$ cat config.mk
export PLATFORM = sky130hd
export DESIGN_NAME = cap_id_fsm
export DESIGN_NICKNAME = d
export VERILOG_FILES = /design/src/design/cap_id_pkg.sv /design/src/design/cap_id_fsm.sv
export SDC_FILE = /design/constraint.sdc
export NUM_CORES = 1
export LEC_CHECK = 0
export BUFFER_PORTS_ARGS = -buffer_cell sky130_fd_sc_hd__buf_2
export CAP_MARGIN = 20
export CORE_AREA = 2 2 39 41
export CTS_BUF_LIST = sky130_fd_sc_hd__clkbuf_16
export DETAILED_ROUTE_END_ITERATION = 8
export DIE_AREA = 0 0 41 43
export GPL_TIMING_DRIVEN = 0
export HOLD_SLACK_MARGIN = 0.05
export SETUP_SLACK_MARGIN = 0.05
export SYNTH_ARGS = -nofsm -noshare
export SYNTH_HDL_FRONTEND = slang
export SYNTH_SLANG_ARGS = --single-unit
$ cat constraint.sdc
create_clock -name clk_i -period 3.3 [get_ports clk_i]
set_clock_uncertainty 0.1 [all_clocks]
set_input_delay 0.66 -clock clk_i [delete_from_list [all_inputs] [get_ports clk_i]]
set_output_delay 0.66 -clock clk_i [all_outputs]
set_load 0.05 [all_outputs]
$ cat src/design/cap_id_pkg.sv
// Shared widths, types and capability helpers, imported by every module of the decode stage
`default_nettype none

package cap_id_pkg;

  parameter int unsigned CapW  = 93;
  parameter int unsigned AddrW = 32;
  parameter int unsigned ExcW  = 22;

  // Tag in the top bit, address in the low AddrW bits
  typedef logic [CapW-1:0]  cap_t;
  typedef logic [AddrW-1:0] addr_t;
  typedef logic [4:0]       reg_addr_t;
  // Top two bits are the call and return trap bits
  typedef logic [ExcW-1:0]  exc_vec_t;

  typedef enum logic [3:0] {
    ALU_ADD, ALU_SUB, ALU_AND, ALU_OR, ALU_XOR,
    ALU_SLT, ALU_SLTU, ALU_SLL, ALU_SRL, ALU_SRA
  } alu_op_e;

  typedef enum logic { OP_A_REG, OP_A_ZERO } op_a_sel_e;
  typedef enum logic { OP_B_REG, OP_B_IMM } op_b_sel_e;
  typedef enum logic [1:0] { IMM_I, IMM_S, IMM_U } imm_sel_e;
  typedef enum logic [1:0] { CAP_NONE, CAP_INCOFFSET, CAP_GETADDR } cap_op_e;
  typedef enum logic [1:0] { WD_EX, WD_LSU, WD_CAP } wd_sel_e;
  typedef enum logic { IDLE, WAIT_MULTICYCLE } id_fsm_e;

  typedef struct packed {
    alu_op_e   alu_op;
    op_a_sel_e op_a_sel;
    op_b_sel_e op_b_sel;
    imm_sel_e  imm_sel;
    logic      reg_we;
    wd_sel_e   wd_sel;
    logic      data_req;
    logic      data_we;
    logic      mult_en;
    cap_op_e   cap_op;
    logic      cap_a_en;
    logic      cap_b_en;
    logic      illegal;
  } dec_ctrl_t;

  typedef struct packed {
    alu_op_e alu_op;
    addr_t   operand_a;
    addr_t   operand_b;
  } ex_req_t;

  typedef struct packed {
    logic req;
    logic we;
    cap_t base;
    cap_t wdata;
  } mem_req_t;

  // Untagged capability carrying only an integer value
  function automatic cap_t null_with_addr(addr_t addr);
    cap_t cap;
    cap = '0;
    cap[AddrW-1:0] = addr;
    return cap;
  endfunction

  function automatic addr_t get_addr(cap_t cap);
    return cap[AddrW-1:0];
  endfunction

endpackage

`default_nettype wire
$ cat src/design/cap_id_fsm.sv
// ID-EX/WB stall machine, holds multicycle instructions until EX or the LSU is done
`timescale 1ns/10ps
`default_nettype none

module cap_id_fsm (
  input  logic                  clk_i,
  input  logic                  rst_ni,
  input  logic                  instr_new_i,
  input  cap_id_pkg::dec_ctrl_t ctrl_i,
  input  logic                  ex_valid_i,
  input  logic                  lsu_valid_i,
  output logic                  instr_executing_o,
  output logic                  wb_we_o,
  output logic                  id_ready_o,
  output logic                  instr_ret_o
);

  import cap_id_pkg::*;

  id_fsm_e state_q, state_d;
  logic    done_q, done_d;
  logic    multicycle;
  logic    unit_done;

  assign multicycle = ctrl_i.data_req | ctrl_i.mult_en;
  assign unit_done  = ctrl_i.data_req ? lsu_valid_i : ex_valid_i;

  // Executing while new, or while a multicycle op is still pending
  assign instr_executing_o = instr_new_i | ~done_q;

  always_ff @(posedge clk_i or negedge rst_ni) begin
    if (!rst_ni) begin
      state_q <= IDLE;
      done_q  <= 1'b1;
    end else begin
      state_q <= state_d;
      done_q  <= done_d;
    end
  end

  always_comb begin
    state_d     = state_q;
    done_d      = done_q;
    wb_we_o     = 1'b0;
    id_ready_o  = 1'b1;
    instr_ret_o = 1'b0;
    unique case (state_q)
      IDLE: begin
        if (instr_new_i && multicycle) begin
          state_d    = WAIT_MULTICYCLE;
          done_d     = 1'b0;
          id_ready_o = 1'b0;
        end else begin
          instr_ret_o = instr_new_i;
        end
      end
      default: begin
        // Back-pressure keeps us here
        id_ready_o = unit_done;
        if (unit_done) begin
          state_d     = IDLE;
          done_d      = 1'b1;
          wb_we_o     = ctrl_i.reg_we;
          instr_ret_o = 1'b1;
        end
      end
    endcase
  end

endmodule

`default_nettype wire

==> impl_results.md <==
* First-pass GRT wire length at ~540 um
* CP Class: input pin to primary output
* Number of global-route vias before repair at 151
* Clock root buffer master: clkbuf_16
* RSZ-0062 raised after global routing: false
* Buffers on Ports at 11
* TritonCTS Buffers at 3
* GP Congestion at approximately 0.56
* Min Tclk post-route at between 2000 and 2500 ps
* CP max stage cell: mux2_4
* Pin count of the biggest net entering global routing at 7
* GRT overflow at 0
* CTS tree: done
* FP Rows at 14
* Resize count post-CTS at 0
* Post-Route WL at around 340 um
* Net Count, Synth at 39
* Initial antenna violation count at 0
* DRC Markers at 0
* Slew headroom at 0.7918
* Seq cells post-synth at 2
* Crit path max fanout at 4
* Layout cells sized above 1 at 0.5667
* Footprint of the multi-input gates at about 98 um^2
* Die X at 41 um
* Final period util at 0.6884
* All-Layer GR Usage at 0.05216
* Worst slew pin tran at between 300 and 400 ps
* Pwr dens at around 900 nW/um^2
* Most used cell, CP: buf_2
* Crit path DAT at 1510 ps
* Outcome: complete, no violations
* First drt pass iteration count at 2
* Hold-fix buffers, CTS at 0
* Syn Area/Cell at between 10 and 15 um^2
* Ports at 28
* Vias per cell at between 3 and 4
* Core area at approximately 1400 um^2
* Inst Count DP at 42
* Max Clk Rate at 440.2 MHz
* Worst skew pair latency at 220 ps
* Power after layout at about 280 uW
* CTS H-Tree Depth at 1
* # Max-Cap Violations at 0
* Final net count at between 50 and 60
* Clock sinks at 2
* Hold Path Class: input pin to async pin
* Largest stage delay, worst path at approximately 310 ps
* TNS Setup at 0 ps
* Max-slew violation count at 0
* Peak VDD IR at about 0.18 mV
* Final Setup Violations at 0
* CP startpoint: ctrl_i[7]
* Crit path cell chain: buf_2 > mux2_4 > a22o_1 > buf_2
* Startpoint types: input pin
* DR iter-0 viols at 2
* Ys Warns at 0
* Layout area overhead at 100.8%
* Clock buffer depth at 2
* Postcts setup bufs at 0
* Die Ht at roughly 43 um
* Fill count at 161
* Syn Inst Count at 15
* Clock-pin slew on the worst setup and hold paths at 30 ps
* Die area at between 1500 and 2000 um^2
* Synth cell types at 13
* Diodes inserted at 0
* Lkg Pwr at 0.0001541 uW
* Synth Cell Area at approximately 150 um^2
* Non-filler instance count after layout at 46
* R2R Path Start: state_q$_DFF_PN0_
* Routed via count at between 150 and 200
* Sequential cell area fraction in the yosys report at 0.3361
* Fin Hold WS at approximately 110 ps
* Initial Util at 0.1103
* FF/Latch Area at 51.30 um^2
* ANT nets after route at 0
* WL/cell at 7.478 um
* Fin util at 0.2215
* Setup crit end kind: primary output
* Required time worst endpoint at approximately 2500 ps
* Final hold viol count at 0
per-stage QoR:
step	instance area [um^2]	setup slack (ps)
floorplan	152.6	825.5
finish	306.5	1028
global placement	227.7	1027
detailed placement	227.7	1026
CTS	306.5	1026
global route	306.5	981.7
critical path, delay by kind of cell:
family	cells	cell delay (ps)
AOI/OAI and AO/OA	1	220
buffers and inverters	2	320
muxes	1	310
final timing paths:
path	to	slack (ps)	cells after the start
worst max-delay path	instr_ret_o	1030	4
worst min-delay path	state_q$_DFF_PN0_	110	1
worst max register to register	state_q$_DFF_PN0_	2260	2
worst min register to register	done_q$_DFFE_PN1P_	380	2
max in group asynchronous	done_q$_DFFE_PN1P_	2790	1
min in group clk_i	done_q$_DFFE_PN1P_	380	2
flip-flops by register name (all words and copies together) (netlist names):
name     flops
done_q       1
state_q      1
power by group:
group	internal, uW	switching, uW	total (uW)	leakage, uW
Combinational	18.6	36.0	54.6	0.0000891
Clock	156	28.9	185	0.0000423
Sequential	31.9	5.25	37.2	0.0000227
Yosys cell counts (all sizes together):
cell type / instances / share of area
nor2: 2 / 0.049
mux2i: 1 / 0.066
nand2b: 1 / 0.041
dfstp: 1 / 0.17
and3: 1 / 0.041
a221oi: 1 / 0.098
nor2b: 1 / 0.041
or2: 1 / 0.041
inv: 1 / 0.025
a22o: 2 / 0.11
dfrtp: 1 / 0.16
a22oi: 1 / 0.049
mux2: 1 / 0.098
final cells by class:
class                      count  area share
clock buffer                   3      0.2449
clock inverter                 1     0.01224
inverter                       1     0.01224
multi-input combinational     12      0.3184
sequential                     2      0.1673
tap                           16     0.06531
timing repair buffer          11      0.1796
routing by layer:
metal  GRT usage  part of all wire
met5           0                 0
met4     0.06000                 0
met3     0.04712              0.13
met2     0.06875              0.52
met1     0.03846              0.35
logic make-up (layout without fill, tap and decap cells):
kind of cell           Yosys count  count (layout)  synth area share
multiplexers                     2               2            0.1639
AND/OR/NAND/NOR                  6               6            0.2132
buffers and inverters            1              16           0.02457
flip-flops                       2               2            0.3361
AO/OA/AOI/OAI                    4               4            0.2623
layout by cell type (no fill, tap or decap):
master,instances
a221oi_2,1
a22o_1,2
a22oi_1,1
and3_1,1
buf_2,11
clkbuf_16,3
dfrtp_1,1
dfstp_2,1
inv_1,2
mux2_4,1
mux2i_1,1
nand2b_1,1
nor2_1,2
nor2b_1,1
or2_1,1
Power figures use the tool's default switching activity.
