<file path="src/design/cap_id_pkg.sv">
// Shared widths, types and capability helpers, imported by every module of the decode stage
`default_nettype none

package cap_id_pkg;

  parameter int unsigned CapW  = 93;
  parameter int unsigned AddrW = 32;
  parameter int unsigned ExcW  = 22;

  // Tag in the top bit, address in the low AddrW bits
  typedef logic [CapW-1:0]  cap_t;
  typedef logic [AddrW-1:0] addr_t;
  typedef logic [4:0]       reg_addr_t;
  // Top two bits are the call and return trap bits
  typedef logic [ExcW-1:0]  exc_vec_t;

  typedef enum logic [3:0] {
    ALU_ADD, ALU_SUB, ALU_AND, ALU_OR, ALU_XOR,
    ALU_SLT, ALU_SLTU, ALU_SLL, ALU_SRL, ALU_SRA
  } alu_op_e;

  typedef enum logic { OP_A_REG, OP_A_ZERO } op_a_sel_e;
  typedef enum logic { OP_B_REG, OP_B_IMM } op_b_sel_e;
  typedef enum logic [1:0] { IMM_I, IMM_S, IMM_U } imm_sel_e;
  typedef enum logic [1:0] { CAP_NONE, CAP_INCOFFSET, CAP_GETADDR } cap_op_e;
  typedef enum logic [1:0] { WD_EX, WD_LSU, WD_CAP } wd_sel_e;
  typedef enum logic { IDLE, WAIT_MULTICYCLE } id_fsm_e;

  typedef struct packed {
    alu_op_e   alu_op;
    op_a_sel_e op_a_sel;
    op_b_sel_e op_b_sel;
    imm_sel_e  imm_sel;
    logic      reg_we;
    wd_sel_e   wd_sel;
    logic      data_req;
    logic      data_we;
    logic      mult_en;
    cap_op_e   cap_op;
    logic      cap_a_en;
    logic      cap_b_en;
    logic      illegal;
  } dec_ctrl_t;

  typedef struct packed {
    alu_op_e alu_op;
    addr_t   operand_a;
    addr_t   operand_b;
  } ex_req_t;

  typedef struct packed {
    logic req;
    logic we;
    cap_t base;
    cap_t wdata;
  } mem_req_t;

  // Untagged capability carrying only an integer value
  function automatic cap_t null_with_addr(addr_t addr);
    cap_t cap;
    cap = '0;
    cap[AddrW-1:0] = addr;
    return cap;
  endfunction

  function automatic addr_t get_addr(cap_t cap);
    return cap[AddrW-1:0];
  endfunction

endpackage

`default_nettype wire
</file>
<file path="src/design/cap_writeback_mux.sv">
// Register write-back selection with capability exception masking
`timescale 1ns/10ps
`default_nettype none

module cap_writeback_mux (
  input  cap_id_pkg::dec_ctrl_t ctrl_i,
  input  logic                  instr_executing_i,
  input  logic                  wb_we_i,
  input  cap_id_pkg::cap_t      ex_wdata_i,
  input  cap_id_pkg::cap_t      lsu_wdata_i,
  input  logic                  cap_wrote_cap_i,
  input  cap_id_pkg::exc_vec_t  exc_a_i,
  input  cap_id_pkg::exc_vec_t  exc_b_i,
  input  cap_id_pkg::exc_vec_t  exc_mem_i,
  output cap_id_pkg::cap_t      wdata_o,
  output logic                  we_o,
  output logic                  cheri_exc_o
);

  import cap_id_pkg::*;

  logic multicycle;

  // Plain integer results lose tag and metadata
  always_comb begin
    unique case (ctrl_i.wd_sel)
      WD_LSU:  wdata_o = lsu_wdata_i;
      WD_CAP:  wdata_o = cap_wrote_cap_i ? ex_wdata_i : null_with_addr(get_addr(ex_wdata_i));
      default: wdata_o = null_with_addr(get_addr(ex_wdata_i));
    endcase
  end

  // Trap bits never raise, operand faults only when the operand is used
  assign cheri_exc_o = (|exc_a_i[ExcW-3:0] && ctrl_i.cap_a_en)
                    || (|exc_b_i[ExcW-3:0] && ctrl_i.cap_b_en)
                    || (|exc_mem_i && ctrl_i.data_req);

  assign multicycle = ctrl_i.data_req | ctrl_i.mult_en;

  always_comb begin
    if (!instr_executing_i || ctrl_i.illegal || cheri_exc_o) begin
      we_o = 1'b0;
    end else begin
      we_o = multicycle ? wb_we_i : ctrl_i.reg_we;
    end
  end

endmodule

`default_nettype wire

</file>
<file path="config.mk">
export PLATFORM = sky130hd
export DESIGN_NAME = cap_writeback_mux
export DESIGN_NICKNAME = d
export VERILOG_FILES = /design/src/design/cap_id_pkg.sv /design/src/design/cap_writeback_mux.sv
export SDC_FILE = /design/constraint.sdc
export NUM_CORES = 1
export LEC_CHECK = 0
export ABC_AREA = 1
export BUFFER_PORTS_ARGS = -buffer_cell sky130_fd_sc_hd__buf_2
export CAP_MARGIN = 0
export CORE_AREA = 5 5 142 144
export DETAILED_ROUTE_END_ITERATION = 6
export DIE_AREA = 0 0 147 149
export GPL_TIMING_DRIVEN = 0
export SYNTH_ARGS = -nofsm -noshare
export SYNTH_HDL_FRONTEND = slang
export SYNTH_SLANG_ARGS = --single-unit
export TNS_END_PERCENT = 100
</file>
<file path="constraint.sdc">
create_clock -name vclk -period 1.36
set_input_delay 0.068 -clock vclk [all_inputs]
set_output_delay 0.068 -clock vclk [all_outputs]
set_load 0.005 [all_outputs]
</file>
==> flow_metrics.tcl <==
set metrics [dict create \
    synth_adder_area_share_pct 1.41 \
    worst_ep_required_time_ps 1290 \
    route.final.wire_length_mm 13.1 \
    critical_path.startpoint_type "primary input" \
    synth_top_family_by_area "simple AND/OR/NAND/NOR gates" \
    hpwl_mm 11.5 \
    leakage_nw 2.21 \
    met3RoutedLength_mm 1.20 \
    total_power_mw 1.15 \
    synth_xor_xnor_area_share_pct 0 \
    top_layer_used "met4" \
    die_h_um 149 \
    grt_use_total_pct 10.5 \
    final_report_hold_violation_count 0 \
    synth_simple_gate_area_share_pct 57.6 \
    period_share_pct 93.8 \
    clock_buffers 0 \
    io_buffers 354 \
    layout_min_cycle_time_ps 1280 \
    netlist_instances 383 \
    number_of_diodes 0 \
    number_of_antenna_violations_at_the_first_check_in_global_routing 0 \
    unrepaired_setup_endpoints_after_global_routing "yes" \
    worst_slew_margin_pct 73.1 \
    outcome "finished clean" \
    core_region_area_um2 18600 \
    yosys-mux-area-fraction_pct 0 \
    worst_hold_path_type "in -> out" \
    tightest_pin_transition_ps 404 \
    detail_route.wl_per_cell_um 13.4 \
    grt_pass1_vias 3884 \
    io-pin-count 369 \
    fmax_mhz 784 \
    yosys_warnings 0 \
    fraction_of_the_mapped_netlist_area_in_compound_gates_pct 28.9 \
    critPathMaxFanout 10 \
    die_w_um 147 \
    final_critical_path_setup_slack_ps 83.7 \
    overflow 0 \
    post-cts-setup-buffer-count 0 \
    via_total_after_detailed_routing 3822 \
    yosysSeqAreaShare_pct 0 \
    grt_first_pass_wirelength_mm 19.0 \
    path_class "in -> out" \
    max_capacitance_violation_total 0 \
    fp.dieArea_um2 21900 \
    rd_place_congestion 0.844 \
    placement_rows 50 \
    syn-mean-instance-area_um2 4.62 \
    post_synth_cell_types 19 \
    utilization_pct 21.0 \
    dr.first_iter.drc_count 159 \
    placed_area_um2 3830 \
    met2WireLength_mm 6.52 \
    setup_violations 0 \
    finish.net_count 1015 \
    drc_errors 0 \
    seq_area_um2 0 \
    final_design_area_excluding_fillers_um2 3900 \
    dpl.cell_count 971 \
    grt_start_max_net_pins 11 \
    finalMaxSlewViolations 0 \
    power_per_cell_area_nw_per_um2 295 \
    drtPass1Iterations 4 \
    layout-area-overhead-vs-synth_pct 121 \
    final_antenna_net_count 0 \
    n_fill_cell 2134 \
    post_synth_instance_area_um2 1770 \
    dp_slack_ps -509 \
    critical_path_arrival_ps 1210 \
    timing.critical_path.to_type "output pin" \
    irDropWorstVdd_uv 173 \
    cts.hold.buffers_added 0 \
    finalHoldWorstSlack_ps 416 \
    mappedNetlistNets 659 \
    wl_met1_mm 4.89 \
    post_route_cells_drive_above_1_share_pct 55.2 \
    stdcell_count 971 \
    drt-vias-per-instance 3.94 \
    seq_cell_count 0 \
    initial_core_util_pct 9.52 \
    setup_tns_ps 0 \
]
report_power, final:
part	leakage [nW]	internal, mW	total, mW	switching (mW)
Combinational	2.21	0.567	1.15	0.585
Sequential	0	0	0	0
Clock	0	0	0	0
synthesized netlist by cell type (2+ instances only):
cell type | count | area [µm²]
sky130_fd_sc_hd__a21oi_1 | 51 | 255
sky130_fd_sc_hd__ha_1 | 2 | 25.0
sky130_fd_sc_hd__buf_6 | 6 | 67.6
sky130_fd_sc_hd__nor2_1 | 38 | 143
sky130_fd_sc_hd__nand3_1 | 35 | 175
sky130_fd_sc_hd__o21ai_0 | 32 | 160
sky130_fd_sc_hd__nand2_2 | 10 | 62.6
sky130_fd_sc_hd__buf_2 | 17 | 85.1
sky130_fd_sc_hd__a21oi_2 | 10 | 87.6
sky130_fd_sc_hd__clkbuf_1 | 8 | 30.0
sky130_fd_sc_hd__nand2_1 | 162 | 608
sky130_fd_sc_hd__inv_1 | 5 | 18.8
layout by cell type, fill, tap and decap left out, drive strengths merged:
cell / n
a21oi: 61
or2: 1
inv: 5
buf: 373
nor3b: 1
ha: 2
nor2: 38
nand2: 172
clkinv: 1
o2111ai: 1
clkbuf: 13
and2: 1
o21ai: 32
nand3: 36
worst paths after layout:
check	startpoint	endpoint	slack [ps]	cells past startpoint
hold / removal	ex_wdata_i[20]	wdata_o[20]	420	4
setup / recovery	ctrl_i[8]	wdata_o[15]	80	8
cells by family (layout without fill, tap and decap cells):
group,count (synthesis),after routing
adder cells (fa/ha/maj),2,2
AO/OA/AOI/OAI,94,94
buffers and inverters,38,392
AND/OR/NAND/NOR,249,249
critical path, stage by stage:
cell	delay (ps)
sky130_fd_sc_hd__buf_2	110
sky130_fd_sc_hd__inv_1	90
sky130_fd_sc_hd__ha_4	220
sky130_fd_sc_hd__buf_4	190
sky130_fd_sc_hd__buf_4	190
sky130_fd_sc_hd__o21ai_0	140
sky130_fd_sc_hd__nand2_1	70
sky130_fd_sc_hd__buf_2	130
timing repair:
item | 4_1_cts | 5_1_grt
endpoints found under the setup margin | 72 | 83
pin swaps | 0 | 0
resized for setup | 11 | 20
layer usage:
metal  global-route usage [%]  up-vias
met5                        0        -
met4                     3.08        0
met3                     1.61       19
met2                     20.1      226
met1                     12.0     1622
li1                         -     1955
layout make-up:
type,count,area (µm²),area share [%]
inverters,6,27.5,0.705
multi-input cells,345,1570,40.3
repair buffers,354,1770,45.4
well taps,234,293,7.50
plain buffers,32,238,6.09
No activity file was read; power rests on OpenSTA's default activity.
