--- config.mk ---
export PLATFORM = sky130hd
export DESIGN_NAME = cap_operand_mux
export DESIGN_NICKNAME = d
export VERILOG_FILES = /design/src/design/cap_id_pkg.sv /design/src/design/cap_operand_mux.sv
export SDC_FILE = /design/constraint.sdc
export NUM_CORES = 1
export LEC_CHECK = 0
export ABC_AREA = 1
export BUFFER_PORTS_ARGS = -buffer_cell sky130_fd_sc_hd__buf_2
export CAP_MARGIN = 10
export CORE_AREA = 4 4 389 391
export DETAILED_ROUTE_END_ITERATION = 10
export DIE_AREA = 0 0 393 395
export GPL_ROUTABILITY_DRIVEN = 1
export GPL_TIMING_DRIVEN = 0
export PLACE_DENSITY_LB_ADDON = 0.2
export SYNTH_ARGS = -nofsm -noshare
export SYNTH_HDL_FRONTEND = slang
export SYNTH_SLANG_ARGS = --single-unit
export TNS_END_PERCENT = 100
--- constraint.sdc ---
create_clock -name vclk -period 1.65
set_clock_uncertainty 0.2 [all_clocks]
set_input_delay 0.0825 -clock vclk [all_inputs]
set_output_delay 0.0825 -clock vclk [all_outputs]
set_load 0.1 [all_outputs]
--- src/design/cap_id_pkg.sv ---
// Shared widths, types and capability helpers, imported by every module of the decode stage
`default_nettype none

package cap_id_pkg;

  parameter int unsigned CapW  = 93;
  parameter int unsigned AddrW = 32;
  parameter int unsigned ExcW  = 22;

  // Tag in the top bit, address in the low AddrW bits
  typedef logic [CapW-1:0]  cap_t;
  typedef logic [AddrW-1:0] addr_t;
  typedef logic [4:0]       reg_addr_t;
  // Top two bits are the call and return trap bits
  typedef logic [ExcW-1:0]  exc_vec_t;

  typedef enum logic [3:0] {
    ALU_ADD, ALU_SUB, ALU_AND, ALU_OR, ALU_XOR,
    ALU_SLT, ALU_SLTU, ALU_SLL, ALU_SRL, ALU_SRA
  } alu_op_e;

  typedef enum logic { OP_A_REG, OP_A_ZERO } op_a_sel_e;
  typedef enum logic { OP_B_REG, OP_B_IMM } op_b_sel_e;
  typedef enum logic [1:0] { IMM_I, IMM_S, IMM_U } imm_sel_e;
  typedef enum logic [1:0] { CAP_NONE, CAP_INCOFFSET, CAP_GETADDR } cap_op_e;
  typedef enum logic [1:0] { WD_EX, WD_LSU, WD_CAP } wd_sel_e;
  typedef enum logic { IDLE, WAIT_MULTICYCLE } id_fsm_e;

  typedef struct packed {
    alu_op_e   alu_op;
    op_a_sel_e op_a_sel;
    op_b_sel_e op_b_sel;
    imm_sel_e  imm_sel;
    logic      reg_we;
    wd_sel_e   wd_sel;
    logic      data_req;
    logic      data_we;
    logic      mult_en;
    cap_op_e   cap_op;
    logic      cap_a_en;
    logic      cap_b_en;
    logic      illegal;
  } dec_ctrl_t;

  typedef struct packed {
    alu_op_e alu_op;
    addr_t   operand_a;
    addr_t   operand_b;
  } ex_req_t;

  typedef struct packed {
    logic req;
    logic we;
    cap_t base;
    cap_t wdata;
  } mem_req_t;

  // Untagged capability carrying only an integer value
  function automatic cap_t null_with_addr(addr_t addr);
    cap_t cap;
    cap = '0;
    cap[AddrW-1:0] = addr;
    return cap;
  endfunction

  function automatic addr_t get_addr(cap_t cap);
    return cap[AddrW-1:0];
  endfunction

endpackage

`default_nettype wire
--- src/design/cap_operand_mux.sv ---
// Operand selection for the ALU, multiplier, LSU and capability ALU
`timescale 1ns/10ps
`default_nettype none

module cap_operand_mux (
  input  cap_id_pkg::dec_ctrl_t ctrl_i,
  input  cap_id_pkg::reg_addr_t raddr_a_i,
  input  cap_id_pkg::cap_t      rdata_a_i,
  input  cap_id_pkg::cap_t      rdata_b_i,
  input  cap_id_pkg::cap_t      ddc_i,
  input  cap_id_pkg::cap_t      pc_cap_i,
  input  cap_id_pkg::addr_t     imm_i_i,
  input  cap_id_pkg::addr_t     imm_s_i,
  input  cap_id_pkg::addr_t     imm_u_i,
  input  logic                  cap_mode_i,
  output cap_id_pkg::ex_req_t   ex_req_o,
  output cap_id_pkg::addr_t     mult_a_o,
  output cap_id_pkg::addr_t     mult_b_o,
  output cap_id_pkg::mem_req_t  mem_o,
  output cap_id_pkg::cap_t      cap_a_o,
  output cap_id_pkg::cap_t      cap_b_o
);

  import cap_id_pkg::*;

  addr_t imm;
  addr_t int_a;
  addr_t int_b;

  // Integer views of the two register reads
  assign int_a = get_addr(rdata_a_i);
  assign int_b = get_addr(rdata_b_i);

  always_comb begin
    unique case (ctrl_i.imm_sel)
      IMM_S:   imm = imm_s_i;
      IMM_U:   imm = imm_u_i;
      default: imm = imm_i_i;
    endcase
  end

  ////////////////////////////////////////
  // EX operands
  ////////////////////////////////////////

  assign ex_req_o.alu_op    = ctrl_i.alu_op;
  assign ex_req_o.operand_a = (ctrl_i.op_a_sel == OP_A_ZERO) ? '0 : int_a;
  assign ex_req_o.operand_b = (ctrl_i.op_b_sel == OP_B_IMM) ? imm : int_b;

  assign mult_a_o = int_a;
  assign mult_b_o = int_b;

  ////////////////////////////////////////
  // LSU and capability ALU operands
  ////////////////////////////////////////

  // Integer-mode accesses are relative to DDC
  assign mem_o.req   = 1'b0;
  assign mem_o.we    = ctrl_i.data_we;
  assign mem_o.base  = cap_mode_i ? rdata_a_i : ddc_i;
  assign mem_o.wdata = rdata_b_i;

  // c0 as a base names DDC
  assign cap_a_o = (raddr_a_i == '0) ? ddc_i : rdata_a_i;

  // PCC sits on B when no immediate is needed
  assign cap_b_o = (ctrl_i.cap_op == CAP_INCOFFSET) ? null_with_addr(imm_i_i) : pc_cap_i;

endmodule

`default_nettype wire

==> results of run 1 <==
[final cells by class]
cell class / instances / area [sq um]
Fill cell: 17531 / 132000
Inverter: 131 / 503
Multi-Input combinational cell: 792 / 4960
Antenna cell: 19 / 47.5
Tap cell: 1930 / 2410
Timing Repair Buffer: 927 / 5970
Buffer: 252 / 1990
[kinds of logic (layout without fill, tap and decap cells)]
| family | Yosys count | count (layout) | synth area share, % |
|---|---|---|---|
| other | 1 | 20 | 0.0619 |
| muxes | 61 | 61 | 11.3 |
| AOI/OAI and AO/OA | 96 | 96 | 7.93 |
| and+or+nand+nor | 632 | 632 | 43.9 |
| buffers and inverters | 383 | 1310 | 36.4 |
| adders and majority gates | 2 | 2 | 0.413 |
[synth_stat cells]
cell type and count:
a21oi_1 96, buf_2 41, buf_4 179, buf_6 6, clkbuf_1 26, conb_1 1
ha_1 2, inv_1 130, inv_2 1, mux2_2 61, nand2_1 346, nand3_1 32
nand3_2 1, nand4_1 93, nor2_1 157, nor2_2 3
[metal layers]
metal / vias to the layer above / track usage [%]
met3: 94 / 3.61
met4: 32 / 2.57
met5: - / 0
met2: 641 / 18.3
li1: 5428 / -
met1: 5181 / 8.76
[stage by stage]
| step | utilization [%] | TNS (ns) |
|---|---|---|
| 4_1_cts | 10.4 | -4.17 |
| 3_5_place_dp | 9.49 | -103.12 |
| 6_report | 10.8 | -0.0366 |
| 2_1_floorplan | - | -19.88 |
| 3_3_place_gp | 9.49 | -106.31 |
| 5_1_grt | 10.8 | -0.319 |
[what timing repair did]
| item | CTS | global route |
|---|---|---|
| pin swaps | 11 | 6 |
| endpoints found under the setup margin | 292 | 185 |
| buffers inserted | 2 | 0 |
| gates cloned | 2 | 0 |
| resized for setup | 416 | 168 |
[power breakdown]
group          leakage [nW]  switching (W)   internal [W]      total (W)
clock              0.000120              0  0.00000000121  0.00000000121
sequential                0              0              0              0
combinational          8.15        0.00829        0.00231         0.0106
total                  8.15        0.00829        0.00231         0.0106
[worst max-delay path by stage]
stage	from	to
after floorplan	ctrl_i[3]	cap_b_o[41]
after global placement	raddr_a_i[3]	cap_a_o[5]
after detailed placement	raddr_a_i[3]	cap_a_o[5]
after CTS	cap_mode_i	mem_o[97]
after global routing	raddr_a_i[3]	cap_a_o[68]
final	raddr_a_i[3]	cap_a_o[68]
==> out/results.ini, run 1 <==
[outcome]
status=complete, but fails checks
failed_checks=negative setup slack

[worst_setup_path]
required_ns=1.37
path_class=primary input to output pin
crit_arrival_ns=1.40
critical_path.slowest_cell=buf_8
start_kind=primary input
cp_top_family=buffers and inverters
cp.depth=9
cpMostUsedCell=buf_12
crit_buf_inv=5
cp-end-kind=output pin
critPathMaxStageDelay_ns=0.21
cp_max_fo=10
crit_chain=buf_2, nor2_4, buf_12, nand3_2, buf_12, buf_4, nand2_1, nand2_2, buf_8

[pwr]
power.density_nw_per_um2=667
total_power_w=0.0106
cellLeakagePower_nw=8.15
peakVddDrop_mv=0.322

[global_route]
grt_pass1_wl_um=99600
grt_max_degree=11
grt_overflow_total=0
track_usage_pct=9.28
grt_pass1_vias=11449
grt_antenna_before_repair=41

[floorplanning]
initial_core_util_pct=4.11
ioPinCount=999
dieHeight_um=395
die_w_um=393
dieArea_sq_um=155000
row_count=141
core_area_sq_um=147000

[yosys]
synth_top_area_share_pct=22.2
synth_cells=1175
synth.area.top_cells=buf_4 (22%), nand2_1 (21%), mux2_2 (11%)
synth_largest_area_cell=buf_4
synth_seq_area_share_pct=0
synth_cell_type_count=16
syn_nets=1670
synth_warnings=0
syn_avg_cell_area_sq_um=5.16
synth_area_sq_um=6060

[placement]
dpl_cell_area_sq_um=14000
routabilityCongestion=0.895
portBuffers=923
hpwl_um=71600
place_ws_ns=-1.25
place_inst=4028

[routing]
top_layer_used=met5
first_iter_violations=364
via_per_inst=2.81
ant_nets=0
wl_per_cell_um=19.5
drt_first_pass_iters=5
drt_drc_violations_left=0
wirelength_um=79000
wl_met3_um=8300
vias=11376
drt-met1-wl_um=25700
met2_length_um=42500

[layout]
mostFrequentLayoutCell=buf_2
clkbuf_count=0
drive_above_1_share_pct=67.5
final_cell_mix=buf_2 (692), nand2_1 (300), buf_4 (270)
fin_nets=2599
syn_to_final_growth_pct=162
instances_no_fill=4051
design.seq.count=0
regArea_sq_um=0
final_cell_area_sq_um=15900

[timing]
min_period_ns=1.69
setup_viol_count_final=1
rsz0062_at_grt=yes
setup_ws_ns=-0.0366
slew_viol_final=0
slew_headroom_pct=48.4
fmax_mhz=593
finalHoldViolations=0
period_share_pct=102
worst_pin_slew_ns=0.774
fin_hold_ws_ns=0.349

[min_path]
min_to=mem_o[62]
hp-start=rdata_b_i[62]
hp-class=primary input to output pin
whs_path_depth=2

[clock_tree]
cts_hold_buf=0

[run]
drv_cap=0

Note: power is estimated with default switching activity, not from simulation.
==> run 2, diff against run 1 <==
--- a/config.mk
+++ b/config.mk
@@ -13,7 +13,7 @@
 export DIE_AREA = 0 0 393 395
 export GPL_ROUTABILITY_DRIVEN = 1
 export GPL_TIMING_DRIVEN = 0
-export PLACE_DENSITY_LB_ADDON = 0.2
+export PLACE_DENSITY_LB_ADDON = 0.12
 export SYNTH_ARGS = -nofsm -noshare
 export SYNTH_HDL_FRONTEND = slang
 export SYNTH_SLANG_ARGS = --single-unit
==> run 2 against run 1 <==
  * The run now ends clean
  * Wire length decreased by 3.6%
  * Cell count decreased by 0.20%
  * Combinational power about the same
  * Cell area decreased by 0.69%
  * Power decreased by 0.21%
  * Core utilization decreased by 0.074 points
  * Global-route usage decreased by 0.27 points
  * Via count decreased by 1.1%
  * Sequential share of layout area unchanged
  * Hold slack about the same
  * First-iteration DRC count increased by 1.4%
  * Critical endpoint is now cap_b_o[84]
  * Largest power group unchanged
  * Highest routed layer unchanged
==> out/results.ini, run 2 (synthesized netlist as in run 1, its figures left out) <==
[outcome]
status=complete, no violations

[worst_setup_path]
crit_arrival_ns=1.34  ; -0.06 ns
start_kind=primary input
path_class=primary input to output pin
critPathMaxStageDelay_ns=0.34  ; +0.13 ns
crit_buf_inv=6  ; +1
crit_chain=buf_2, inv_1, nor2_4, buf_12, buf_6, buf_4, nor2_1, buf_4
cp_max_fo=10  ; unchanged
cp-end-kind=output pin
cp_top_family=buffers and inverters
required_ns=1.37  ; about the same
cpMostUsedCell=buf_4
critical_path.slowest_cell=buf_4

[layout]
mostFrequentLayoutCell=buf_2
design.seq.count=0  ; unchanged
multiInputGateArea_sq_um=4930  ; -0.71%
fin_nets=2601  ; +0.077%
final_cell_area_sq_um=15800  ; -0.69%
clkbuf_count=0  ; unchanged
syn_to_final_growth_pct=160
regArea_sq_um=0  ; unchanged
final_cell_mix=buf_2 (702), nand2_1 (307), buf_4 (299)
fillers=17545  ; +0.080%
instances_no_fill=4043  ; -0.20%
drive_above_1_share_pct=67.1  ; -0.40 points

[routing]
ant_nets=0  ; unchanged
via_per_inst=2.78  ; -0.90%
drt_drc_violations_left=0  ; unchanged
first_iter_violations=369  ; +1.4%
vias=11251  ; -1.1%
wirelength_um=76200  ; -3.6%
wl_per_cell_um=18.8  ; -3.4%
drt_first_pass_iters=5  ; unchanged

[timing]
slew_headroom_pct=57.6  ; +9.2 points
finalHoldViolations=0  ; unchanged
setup_ws_ns=0.0262  ; +0.0628 ns
worst_pin_slew_ns=0.641  ; -0.133 ns
rsz0062_at_grt=yes
setup_viol_count_final=0  ; -1
slew_viol_final=0  ; unchanged
period_share_pct=98.4  ; -3.8 points
fmax_mhz=616  ; +3.9%
min_period_ns=1.62  ; -0.0628 ns

[placement]
hpwl_um=69000  ; -3.6%
place_inst=4030  ; +0.050%
dpl_cell_area_sq_um=14000  ; +0.30%
portBuffers=923  ; unchanged
routabilityCongestion=0.807  ; -9.8%
place_ws_ns=-0.830  ; +0.422 ns

[min_path]
hp-class=primary input to output pin

[pwr]
cellLeakagePower_nw=8.13  ; -0.25%
pwr-share-seq_pct=0  ; unchanged
power.density_nw_per_um2=671  ; +0.48%
p_comb_share_pct=100.0  ; about the same
p_switching_w=0.00824  ; -0.58%
total_power_w=0.0106  ; -0.21%
p_int_w=0.00234  ; +1.1%
peakVddDrop_mv=0.220  ; -32%
clkPwrFrac_pct=0  ; unchanged
switching_share_pct=77.9  ; -0.29 points

[floorplanning]
ioPinCount=999  ; unchanged
dieHeight_um=395  ; unchanged
row_count=141  ; unchanged
core_area_sq_um=147000  ; unchanged
dieArea_sq_um=155000  ; unchanged
initial_core_util_pct=4.11  ; unchanged
die_w_um=393  ; unchanged

[global_route]
grt_antenna_before_repair=40  ; -2.4%
grt_pass1_vias=11634  ; +1.6%
grt_overflow_total=0  ; unchanged
grt_pass1_wl_um=98400  ; -1.2%
grt_max_degree=11  ; unchanged
track_usage_pct=9.02  ; -0.27 points

[clock_tree]
cts_hold_buf=0  ; unchanged

[run]
drv_cap=0  ; unchanged

run 2: changes by cell type in the layout (fill, tap and decap cells not counted), moves of 3 or more:
cell     before  now
a21oi_1      25   17
a21oi_4      65   72
buf_12       22   34
buf_2       692  702
buf_4       270  299
buf_6       114   65
diode_2      19    9
nand2_1     300  307
nand2_2      42   39
nand3_1      25   32
nand3_2       6    1
run 2: layout make-up:
| class | instances | share of cell area [%] |
|---|---|---|
| Multi-Input combinational cell | 792 | 31.2 |
| Antenna cell | 9 | 0.143 |
| Inverter | 131 | 3.15 |
| Buffer | 252 | 12.7 |
| Tap cell | 1930 | 15.3 |
| Timing Repair Buffer | 929 | 37.5 |
run 2: final timing paths:
| check | start | end | slack [ns] | cells past startpoint |
|---|---|---|---|---|
| max | ctrl_i[3] | cap_b_o[84] | 0.03 | 8 |
| min | rdata_b_i[58] | mem_o[58] | 0.35 | 2 |
run 2: per-layer routing:
layer / wire [um] / share of wire (%) / vias to the layer above / GRT usage [%]
met5: 89 / 0.12 / - / 0
met4: 818 / 1.1 / 14 / 0.643
met3: 5730 / 7.5 / 60 / 1.88
met2: 42600 / 56 / 610 / 18.8
met1: 27000 / 35 / 5151 / 9.37
li1: - / - / 5416 / -
run 2: timing repair:
| action | in CTS | in global routing |
|---|---|---|
| gates cloned | 2 | 0 |
| buffers inserted | 2 | 0 |
| hold endpoints to repair | 0 | 0 |
| gates resized for setup | 421 | 116 |
| setup endpoints to repair | 318 | 132 |
| pin swaps | 9 | 2 |
run 2: power by group through the flow:
stage,combinational [W],clock (W),sequential [W]
6_report,0.0106,0.000000000636,0
5_1_grt,0.0109,0.000000000243,0
4_1_cts,0.0106,0,0
3_5_place_dp,0.00988,0,0
3_3_place_gp,0.00993,0,0
2_1_floorplan,0.00768,0,0
run 2: per-stage QoR:
step | hold WS [ns] | util [%] | setup TNS, ns
3_5_place_dp | 0.350 | 9.52 | -101.99
6_report | 0.349 | 10.7 | 0
3_3_place_gp | 0.350 | 9.49 | -113.12
5_1_grt | 0.352 | 10.7 | -0.0807
4_1_cts | 0.350 | 10.4 | -0.177
2_1_floorplan | 0.141 | - | -19.88
