==> config.mk <==
export PLATFORM = sky130hd
export DESIGN_NAME = cap_decoder
export DESIGN_NICKNAME = d
export VERILOG_FILES = /design/src/design/cap_id_pkg.sv /design/src/design/cap_decoder.sv
export SDC_FILE = /design/constraint.sdc
export NUM_CORES = 1
export LEC_CHECK = 0
export ABC_AREA = 1
export BUFFER_PORTS_ARGS = -buffer_cell sky130_fd_sc_hd__buf_2
export CELL_PAD_IN_SITES_DETAIL_PLACEMENT = 2
export CELL_PAD_IN_SITES_GLOBAL_PLACEMENT = 2
export CORE_MARGIN = 4
export CORE_UTILIZATION = 13
export DETAILED_ROUTE_END_ITERATION = 10
export PLACE_DENSITY_LB_ADDON = 0.1
export SLEW_MARGIN = 20
export SYNTH_ARGS = -nofsm -noshare
export SYNTH_HDL_FRONTEND = slang
export SYNTH_SLANG_ARGS = --single-unit
==> constraint.sdc <==
create_clock -name vclk -period 0.8
set_clock_uncertainty 0.1 [all_clocks]
set_input_delay 0 -clock vclk [all_inputs]
set_output_delay 0 -clock vclk [all_outputs]
set_load 0.03 [all_outputs]
==> src/design/cap_id_pkg.sv <==
// Shared widths, types and capability helpers, imported by every module of the decode stage
`default_nettype none

package cap_id_pkg;

  parameter int unsigned CapW  = 93;
  parameter int unsigned AddrW = 32;
  parameter int unsigned ExcW  = 22;

  // Tag in the top bit, address in the low AddrW bits
  typedef logic [CapW-1:0]  cap_t;
  typedef logic [AddrW-1:0] addr_t;
  typedef logic [4:0]       reg_addr_t;
  // Top two bits are the call and return trap bits
  typedef logic [ExcW-1:0]  exc_vec_t;

  typedef enum logic [3:0] {
    ALU_ADD, ALU_SUB, ALU_AND, ALU_OR, ALU_XOR,
    ALU_SLT, ALU_SLTU, ALU_SLL, ALU_SRL, ALU_SRA
  } alu_op_e;

  typedef enum logic { OP_A_REG, OP_A_ZERO } op_a_sel_e;
  typedef enum logic { OP_B_REG, OP_B_IMM } op_b_sel_e;
  typedef enum logic [1:0] { IMM_I, IMM_S, IMM_U } imm_sel_e;
  typedef enum logic [1:0] { CAP_NONE, CAP_INCOFFSET, CAP_GETADDR } cap_op_e;
  typedef enum logic [1:0] { WD_EX, WD_LSU, WD_CAP } wd_sel_e;
  typedef enum logic { IDLE, WAIT_MULTICYCLE } id_fsm_e;

  typedef struct packed {
    alu_op_e   alu_op;
    op_a_sel_e op_a_sel;
    op_b_sel_e op_b_sel;
    imm_sel_e  imm_sel;
    logic      reg_we;
    wd_sel_e   wd_sel;
    logic      data_req;
    logic      data_we;
    logic      mult_en;
    cap_op_e   cap_op;
    logic      cap_a_en;
    logic      cap_b_en;
    logic      illegal;
  } dec_ctrl_t;

  typedef struct packed {
    alu_op_e alu_op;
    addr_t   operand_a;
    addr_t   operand_b;
  } ex_req_t;

  typedef struct packed {
    logic req;
    logic we;
    cap_t base;
    cap_t wdata;
  } mem_req_t;

  // Untagged capability carrying only an integer value
  function automatic cap_t null_with_addr(addr_t addr);
    cap_t cap;
    cap = '0;
    cap[AddrW-1:0] = addr;
    return cap;
  endfunction

  function automatic addr_t get_addr(cap_t cap);
    return cap[AddrW-1:0];
  endfunction

endpackage

`default_nettype wire
==> src/design/cap_decoder.sv <==
// Instruction decoder of the decode stage, turns an instruction word into control and operands
`timescale 1ns/10ps
`default_nettype none

module cap_decoder #(
  parameter bit RV32E = 1'b0,
  parameter bit RV32M = 1'b1
) (
  input  cap_id_pkg::addr_t     instr_rdata_i,
  input  logic                  cap_mode_i,
  output cap_id_pkg::dec_ctrl_t ctrl_o,
  output cap_id_pkg::reg_addr_t raddr_a_o,
  output cap_id_pkg::reg_addr_t raddr_b_o,
  output cap_id_pkg::reg_addr_t waddr_o,
  output cap_id_pkg::addr_t     imm_i_o,
  output cap_id_pkg::addr_t     imm_s_o,
  output cap_id_pkg::addr_t     imm_u_o,
  output logic [6:0]            cap_funct_o
);

  import cap_id_pkg::*;

  localparam logic [6:0] OpcOp    = 7'b0110011;
  localparam logic [6:0] OpcOpImm = 7'b0010011;
  localparam logic [6:0] OpcLui   = 7'b0110111;
  localparam logic [6:0] OpcLoad  = 7'b0000011;
  localparam logic [6:0] OpcStore = 7'b0100011;
  localparam logic [6:0] OpcCap   = 7'b1011011;

  logic [6:0] opcode;
  logic [2:0] funct3;
  logic [6:0] funct7;
  logic       alt_op;
  logic       rs1_used;
  logic       rs2_used;
  alu_op_e    arith_op;

  assign opcode      = instr_rdata_i[6:0];
  assign funct3      = instr_rdata_i[14:12];
  assign funct7      = instr_rdata_i[31:25];
  assign raddr_a_o   = instr_rdata_i[19:15];
  assign raddr_b_o   = instr_rdata_i[24:20];
  assign waddr_o     = instr_rdata_i[11:7];
  assign cap_funct_o = funct7;

  assign imm_i_o = {{20{instr_rdata_i[31]}}, instr_rdata_i[31:20]};
  assign imm_s_o = {{20{instr_rdata_i[31]}}, instr_rdata_i[31:25], instr_rdata_i[11:7]};
  assign imm_u_o = {instr_rdata_i[31:12], 12'b0};

  // SUB only exists as a register op, SRA in both forms
  assign alt_op = funct7[5] & ((opcode == OpcOp) | (funct3 == 3'b101));

  always_comb begin
    unique case (funct3)
      3'b000:  arith_op = alt_op ? ALU_SUB : ALU_ADD;
      3'b001:  arith_op = ALU_SLL;
      3'b010:  arith_op = ALU_SLT;
      3'b011:  arith_op = ALU_SLTU;
      3'b100:  arith_op = ALU_XOR;
      3'b101:  arith_op = alt_op ? ALU_SRA : ALU_SRL;
      3'b110:  arith_op = ALU_OR;
      default: arith_op = ALU_AND;
    endcase
  end

  always_comb begin
    ctrl_o   = '0;
    rs1_used = 1'b0;
    rs2_used = 1'b0;
    unique case (opcode)
      OpcOp: begin
        rs1_used      = 1'b1;
        rs2_used      = 1'b1;
        ctrl_o.reg_we = 1'b1;
        ctrl_o.alu_op = arith_op;
        if (funct7 == 7'b0000001) begin
          ctrl_o.mult_en = 1'b1;
          ctrl_o.illegal = (funct3 != 3'b000) || !RV32M;
        end else begin
          ctrl_o.illegal = !((funct7 == 7'b0) ||
                             (funct7 == 7'b0100000 && (funct3 == 3'b000 || funct3 == 3'b101)));
        end
      end
      OpcOpImm: begin
        rs1_used        = 1'b1;
        ctrl_o.reg_we   = 1'b1;
        ctrl_o.alu_op   = arith_op;
        ctrl_o.op_b_sel = OP_B_IMM;
        // Shift amounts leave funct7 as an encoding field
        if (funct3 == 3'b001) begin
          ctrl_o.illegal = (funct7 != 7'b0);
        end else if (funct3 == 3'b101) begin
          ctrl_o.illegal = (funct7 != 7'b0) && (funct7 != 7'b0100000);
        end
      end
      OpcLui: begin
        ctrl_o.reg_we   = 1'b1;
        ctrl_o.op_a_sel = OP_A_ZERO;
        ctrl_o.op_b_sel = OP_B_IMM;
        ctrl_o.imm_sel  = IMM_U;
      end
      OpcLoad, OpcStore: begin
        // ALU forms the address, rs1 capability is the base only in capability mode
        rs1_used        = 1'b1;
        rs2_used        = (opcode == OpcStore);
        ctrl_o.op_b_sel = OP_B_IMM;
        ctrl_o.imm_sel  = (opcode == OpcStore) ? IMM_S : IMM_I;
        ctrl_o.reg_we   = (opcode == OpcLoad);
        ctrl_o.wd_sel   = WD_LSU;
        ctrl_o.data_req = 1'b1;
        ctrl_o.data_we  = (opcode == OpcStore);
        ctrl_o.cap_a_en = cap_mode_i;
        ctrl_o.cap_b_en = cap_mode_i && (opcode == OpcStore);
        ctrl_o.illegal  = (funct3 != 3'b010);
      end
      OpcCap: begin
        rs1_used        = 1'b1;
        ctrl_o.reg_we   = 1'b1;
        ctrl_o.wd_sel   = WD_CAP;
        ctrl_o.cap_a_en = 1'b1;
        if (funct3 == 3'b001) begin
          ctrl_o.cap_op = CAP_INCOFFSET;
        end else if (funct3 == 3'b000 && funct7 == 7'h7f && raddr_b_o == 5'h0f) begin
          ctrl_o.cap_op = CAP_GETADDR;
        end else begin
          ctrl_o.illegal = 1'b1;
        end
      end
      default: ctrl_o.illegal = 1'b1;
    endcase

    // Upper half of the register file is absent in RV32E
    if (RV32E && ((ctrl_o.reg_we && waddr_o[4]) || (rs1_used && raddr_a_o[4]) ||
                  (rs2_used && raddr_b_o[4]))) begin
      ctrl_o.illegal = 1'b1;
    end
    if (ctrl_o.illegal) begin
      ctrl_o.data_req = 1'b0;
      ctrl_o.data_we  = 1'b0;
      ctrl_o.mult_en  = 1'b0;
      ctrl_o.cap_op   = CAP_NONE;
    end
  end

endmodule

`default_nettype wire

==> impl_metrics.toml, run 1 <==
[finish]
layout.clock_buffers = 0
fin_nets = 355
final_area_um2 = 2700
seqCellArea_um2 = 0
antenna_cells = 0
fillers = 1295
syn_to_final_growth_pct = 88.0
drive_above_1_share_pct = 82.5
n_sequential_cell = 0

[timing]
holdWs_ns = 0.170
fin_crit_sh_pct = 150
rsz0062_at_grt = "yes"
finalWorstSetupSlack_ns = -0.401
setup_viol_count_final = 18
tightest_slew_ns = 0.607
slew_headroom_pct = 59.7
timing.fmax_mhz = 833
min_period_ns = 1.20
finalMaxSlewViolations = 0
hold_viol = 0

[setup_path]
cp-end-kind = "output pin"
worstPathArrival_ns = 1.10
start_kind = "input port"
crit_fanout = 4
cp_data_required_time_ns = 0.70
critical_path_class = "input port to output pin"
cp-startpoint = "instr_rdata_i[31]"

[min_path]
timing.hold.worst_path_depth = 2
hp-start = "instr_rdata_i[31]"
min_to = "imm_i_o[31]"
hold_path_class = "input port to output pin"

[synthesis]
synth_area_per_cell_um2 = 6.06
synth-seq-area-share_pct = 0
synth_common_cells = "118 x buf_4, 30 x nand2_1, 23 x inv_1, 23 x nor2_1, 11 x nand3_1"
syn_inst = 237
synth_area_um2 = 1440
synthTopCellsByArea = "buf_4 62%, nand2_1 7.8%, inv_1 6.0%"
ys_types = 21
synth_top_area_share_pct = 61.7
synth.most_common_cell = "buf_4"
ys_warn_count = 0
synth_top_area_cell = "buf_4"

[run_status]
violations = "setup timing"
run_status = "finished, violations left"

[drt]
wl_mm = 5.59
final_antenna_net_count = 0
wl_per_cell_um = 12.2
vias = 1540
drt_iter0_drc = 17
vias_per_cell = 3.35
drc = 0
first_pass_iters = 3

[power]
peakVddDrop_mv = 0.249
p_leak_nw = 1.43
cellPowerDensity_nw_per_um2 = 614

[die]
coreArea_um2 = 10800
dieHeight_um = 113
dieArea_um2 = 12800
std_cell_rows = 38
initial_core_util_pct = 13.3
die_w_um = 113
io_pins = 170

[placement]
place_congestion = 0.652
detailed_place_hpwl_mm = 4.64
portBuffers = 128
placed_cell_area_um2 = 1870

[job]
cap_violations = 0

[global_routing]
grt_max_degree = 33
grt_pass1_wl_mm = 8.47
grt_pass1_vias = 1636
grt_use_total_pct = 7.83
grt-ovfl-total = 0
antenna_found_initial = 0
## where the power goes
part	switching, W	internal, W	leakage [nW]
Combinational	0.00111	0.000549	1.43
Sequential	0	0	0
Clock	0	0	0
Total	0.00111	0.000549	1.43
## routing by layer
metal	GRT usage (%)	share of wire, %	vias to the layer above
met5	0	0	-
met3	1.23	8.1	0
met4	0	0	0
li1	-	-	761
met1	9.55	37	705
met2	15.2	55	74
## how the worst max path moves through the flow
stage,depth (start not counted),slack (ns),end
2_1_floorplan,5,-0.23,ctrl_o[7]
3_3_place_gp,9,-0.62,ctrl_o[7]
3_5_place_dp,10,-0.63,ctrl_o[0]
4_1_cts,8,-0.41,ctrl_o[0]
5_1_grt,8,-0.49,ctrl_o[0]
6_report,10,-0.40,ctrl_o[0]
## through the flow
stage                     total power [W]  setup slack [ns]  setup TNS, ns  utilization [%]  cells
after floorplan                   0.00127            -0.227          -1.55                -    248
after global placement            0.00125            -0.620          -6.99             17.3    436
after detailed placement          0.00126            -0.627          -6.97             17.3    436
after CTS                         0.00162            -0.413          -8.81             23.3    457
after global routing              0.00175            -0.488          -5.70             24.9    460
final                             0.00166            -0.401          -4.54             24.9    460
## cells in the final DEF (no fill, tap or decap), types with 2 or more instances in the layout
cell,synthesis,layout
inv_1,23,7
nand3_4,1,6
nand3_1,11,5
dlymetal6s4s_1,0,10
buf_6,0,46
nand2_4,0,7
buf_8,0,3
nor4_4,0,2
nor2_4,0,12
inv_4,0,4
buf_12,0,4
buf_2,0,87
nand3_2,3,4
nor2_2,4,9
nor3_4,0,6
inv_2,3,12
buf_4,118,40
nand2_2,5,14
nand2_1,30,13
nor2_1,23,6
conb_1,1,12
## cell type report
cell class	count	area [um^2]	area share (%)
repair buffers	190	1500	55.7
well taps	140	175	6.49
multi-input cells	104	888	32.9
inverters	26	133	4.91
## worst max-delay path, stage by stage
cell and delay, ns:
buf_6 0.10, buf_6 0.12, inv_4 0.06, nand2_4 0.05, nor2_4 0.10, nor2_2 0.05, nand2_2 0.08, nand3_4 0.13
or2_4 0.26, buf_6 0.14
## cells by family after synthesis
family	count (synthesis)	share of synthesized area [%]
compound gates	4	1.65
other cells	1	0.261
simple gates	88	29.6
buf+inv	144	68.5
## repair_timing
item / in CTS / in global routing
endpoints found under the setup margin: 19 / 43
endpoints found under the hold margin: 20 / 0
buffers inserted: 13 / 8
pin swaps: 34 / 17
hold buffers: 10 / 0
resized for setup: 145 / 48
(Power assumes the default switching activity.)
==> run 2: changes to the inputs <==
--- a/config.mk
+++ b/config.mk
@@ -5,7 +5,7 @@
 export SDC_FILE = /design/constraint.sdc
 export NUM_CORES = 1
 export LEC_CHECK = 0
-export ABC_AREA = 1
+export ABC_AREA = 0
 export BUFFER_PORTS_ARGS = -buffer_cell sky130_fd_sc_hd__buf_2
 export CELL_PAD_IN_SITES_DETAIL_PLACEMENT = 2
 export CELL_PAD_IN_SITES_GLOBAL_PLACEMENT = 2
==> run 2 against run 1 <==
  * Combinational power down 5%
  * Via count down 13%
  * Area after synthesis down 9.1%
  * The flow still finishes with violations (setup timing)
  * Total power down 4.8%
  * Design area down 14%
  * Maximum frequency down 25%
  * Global-route usage up 0.80 points
  * Utilization down 1.1 points
  * Sequential cell count unchanged
==> impl_metrics.toml, run 2 <==
[run_status]
run_status = "finished, violations left"
violations = "setup timing"

[global_routing]
grt_pass1_vias = 1413
grt_use_total_pct = 8.63
antenna_found_initial = 0
grt_max_degree = 22
grt_pass1_wl_mm = 8.21
grt-ovfl-total = 0

[setup_path]
path_buf_inv = 2
cpMaxStageDelayCell = "or4b_4"
crit_fanout = 2
critical_path_class = "input port to output pin"
path_cells = "buf_6 -> or4b_4 -> or4_4 -> nand3_2 -> nand4_1 -> buf_6"
critPathMaxStageDelay_ns = 0.55
cp_data_required_time_ns = 0.70
crit_family = "simple AND/OR/NAND/NOR gates"
worstPathArrival_ns = 1.49
cp_common_cell = "buf_6"
cp-end-kind = "output pin"
start_kind = "input port"

[die]
io_pins = 170
initial_core_util_pct = 13.4
dieArea_um2 = 11700
coreArea_um2 = 9770
std_cell_rows = 36
dieHeight_um = 108
die_w_um = 108

[finish]
final_area_um2 = 2320
most-common-layout-cells = "98 x buf_2, 46 x buf_6, 35 x buf_4"
fin_nets = 303
n_sequential_cell = 0
final_core_util_pct = 23.8
syn_to_final_growth_pct = 77.8
fillers = 1138
layout.clock_buffers = 0
seqCellArea_um2 = 0
final_common_cell = "buf_2"
drive_above_1_share_pct = 84.0
antenna_cells = 0

[power]
finalPower_w = 0.00158
cellPowerDensity_nw_per_um2 = 679
p_leak_nw = 1.26
peakVddDrop_mv = 0.235

[synthesis]
synth_area_um2 = 1310
syn_inst = 186
synth_xor_area_share_pct = 1.34
synth_top_area_cell = "buf_4"
ys_warn_count = 0
synthMuxAreaShare_pct = 0.766
ys_types = 35
synth_top_area_share_pct = 68.4
synth_area_per_cell_um2 = 7.02
synth.most_common_cell = "buf_4"
synth_adder_area_share_pct = 0
synth-compound-area-share_pct = 7.09
synth_common_cells = "119 x buf_4, 8 x nand2_1, 7 x nor3_1"
synth-seq-area-share_pct = 0
synthSimpleGateAreaFrac_pct = 19.7
synthTopCellsByArea = "buf_4 68%, nor3_1 2.7%, nand2_1 2.3%"
synth_top_family_by_area = "buffers and inverters"

[drt]
wl_met1_mm = 2.32
drt_iter0_drc = 33
top_layer_used = "met3"
vias_per_cell = 3.35
first_pass_iters = 4
wl_per_cell_um = 13.8
routed-wl-met3_um = 453
vias = 1344
drc = 0
dr_wl_met2_mm = 2.77
final_antenna_net_count = 0
wl_mm = 5.55

[timing]
timing.fmax_mhz = 628
min_period_ns = 1.59
hold_viol = 0
tightest_slew_ns = 0.603
rsz0062_at_grt = "yes"
slew_headroom_pct = 60.0
finalMaxSlewViolations = 0
fin_crit_sh_pct = 199
holdWs_ns = 0.190
finalWorstSetupSlack_ns = -0.791
setup_viol_count_final = 19

[job]
cap_violations = 0

[placement]
place_congestion = 0.681
portBuffers = 128
placed_cell_area_um2 = 1740
detailed_place_hpwl_mm = 4.61

[min_path]
hold_path_class = "input port to output pin"
[run 2: cell count changes in the layout (fill, tap and decap cells not counted), moves of 5 or more]
| cell | previous run | this run |
|---|---|---|
| buf_2 | 87 | 98 |
| buf_4 | 40 | 35 |
| inv_2 | 12 | 0 |
| nand2_1 | 13 | 4 |
| nand2_2 | 14 | 1 |
| nand3_1 | 5 | 0 |
| nand3_4 | 6 | 0 |
| nor2_1 | 6 | 0 |
| nor2_2 | 9 | 2 |
| nor2_4 | 12 | 4 |
[run 2: metrics by stage]
stage          worst slack [ns]  setup TNS (ns)  std cells
3_3_place_gp             -0.900          -10.44        379
5_1_grt                  -0.849           -8.12        401
6_report                 -0.791           -7.19        401
4_1_cts                  -0.825          -11.46        398
3_5_place_dp             -0.908          -11.02        379
2_1_floorplan            -0.740           -5.20        197
[run 2: final timing paths]
check | startpoint | to | slack [ns] | cells after the start
hold / removal | instr_rdata_i[24] | imm_i_o[4] | 0.19 | 2
setup / recovery | instr_rdata_i[12] | ctrl_o[0] | -0.79 | 6
[run 2: layer usage]
metal / GRT usage, % / up-vias
li1: - / 648
met1: 11.7 / 624
met2: 15.5 / 72
met3: 1.19 / 0
met4: 0 / 0
met5: 0 / -
[run 2: where the power goes]
group / leakage, nW / switching [W] / internal [W] / total (W)
logic: 1.26 / 0.00105 / 0.000528 / 0.00158
clock network: 0 / 0 / 0 / 0
registers: 0 / 0 / 0 / 0
[run 2: layout make-up]
class	count	area (um^2)	share of cell area (%)
inverters	3	11.3	0.485
well taps	133	166	7.17
repair buffers	193	1460	62.7
multi-input cells	72	688	29.6
[run 2: repair_timing]
action / CTS / global route
hold buffers: 10 / 0
setup buffers: 11 / 3
pin swaps: 18 / 6
endpoints found under the hold margin: 20 / 0
gates resized for setup: 95 / 17
endpoints found under the setup margin: 43 / 49
[run 2: cells by family (layout without fill, tap and decap cells)]
kind of cell,Yosys count,after routing
buffers and inverters,125,196
XOR/XNOR,2,2
AND/OR/NAND/NOR,45,45
other,1,12
multiplexers,1,1
AO/OA/AOI/OAI,12,12
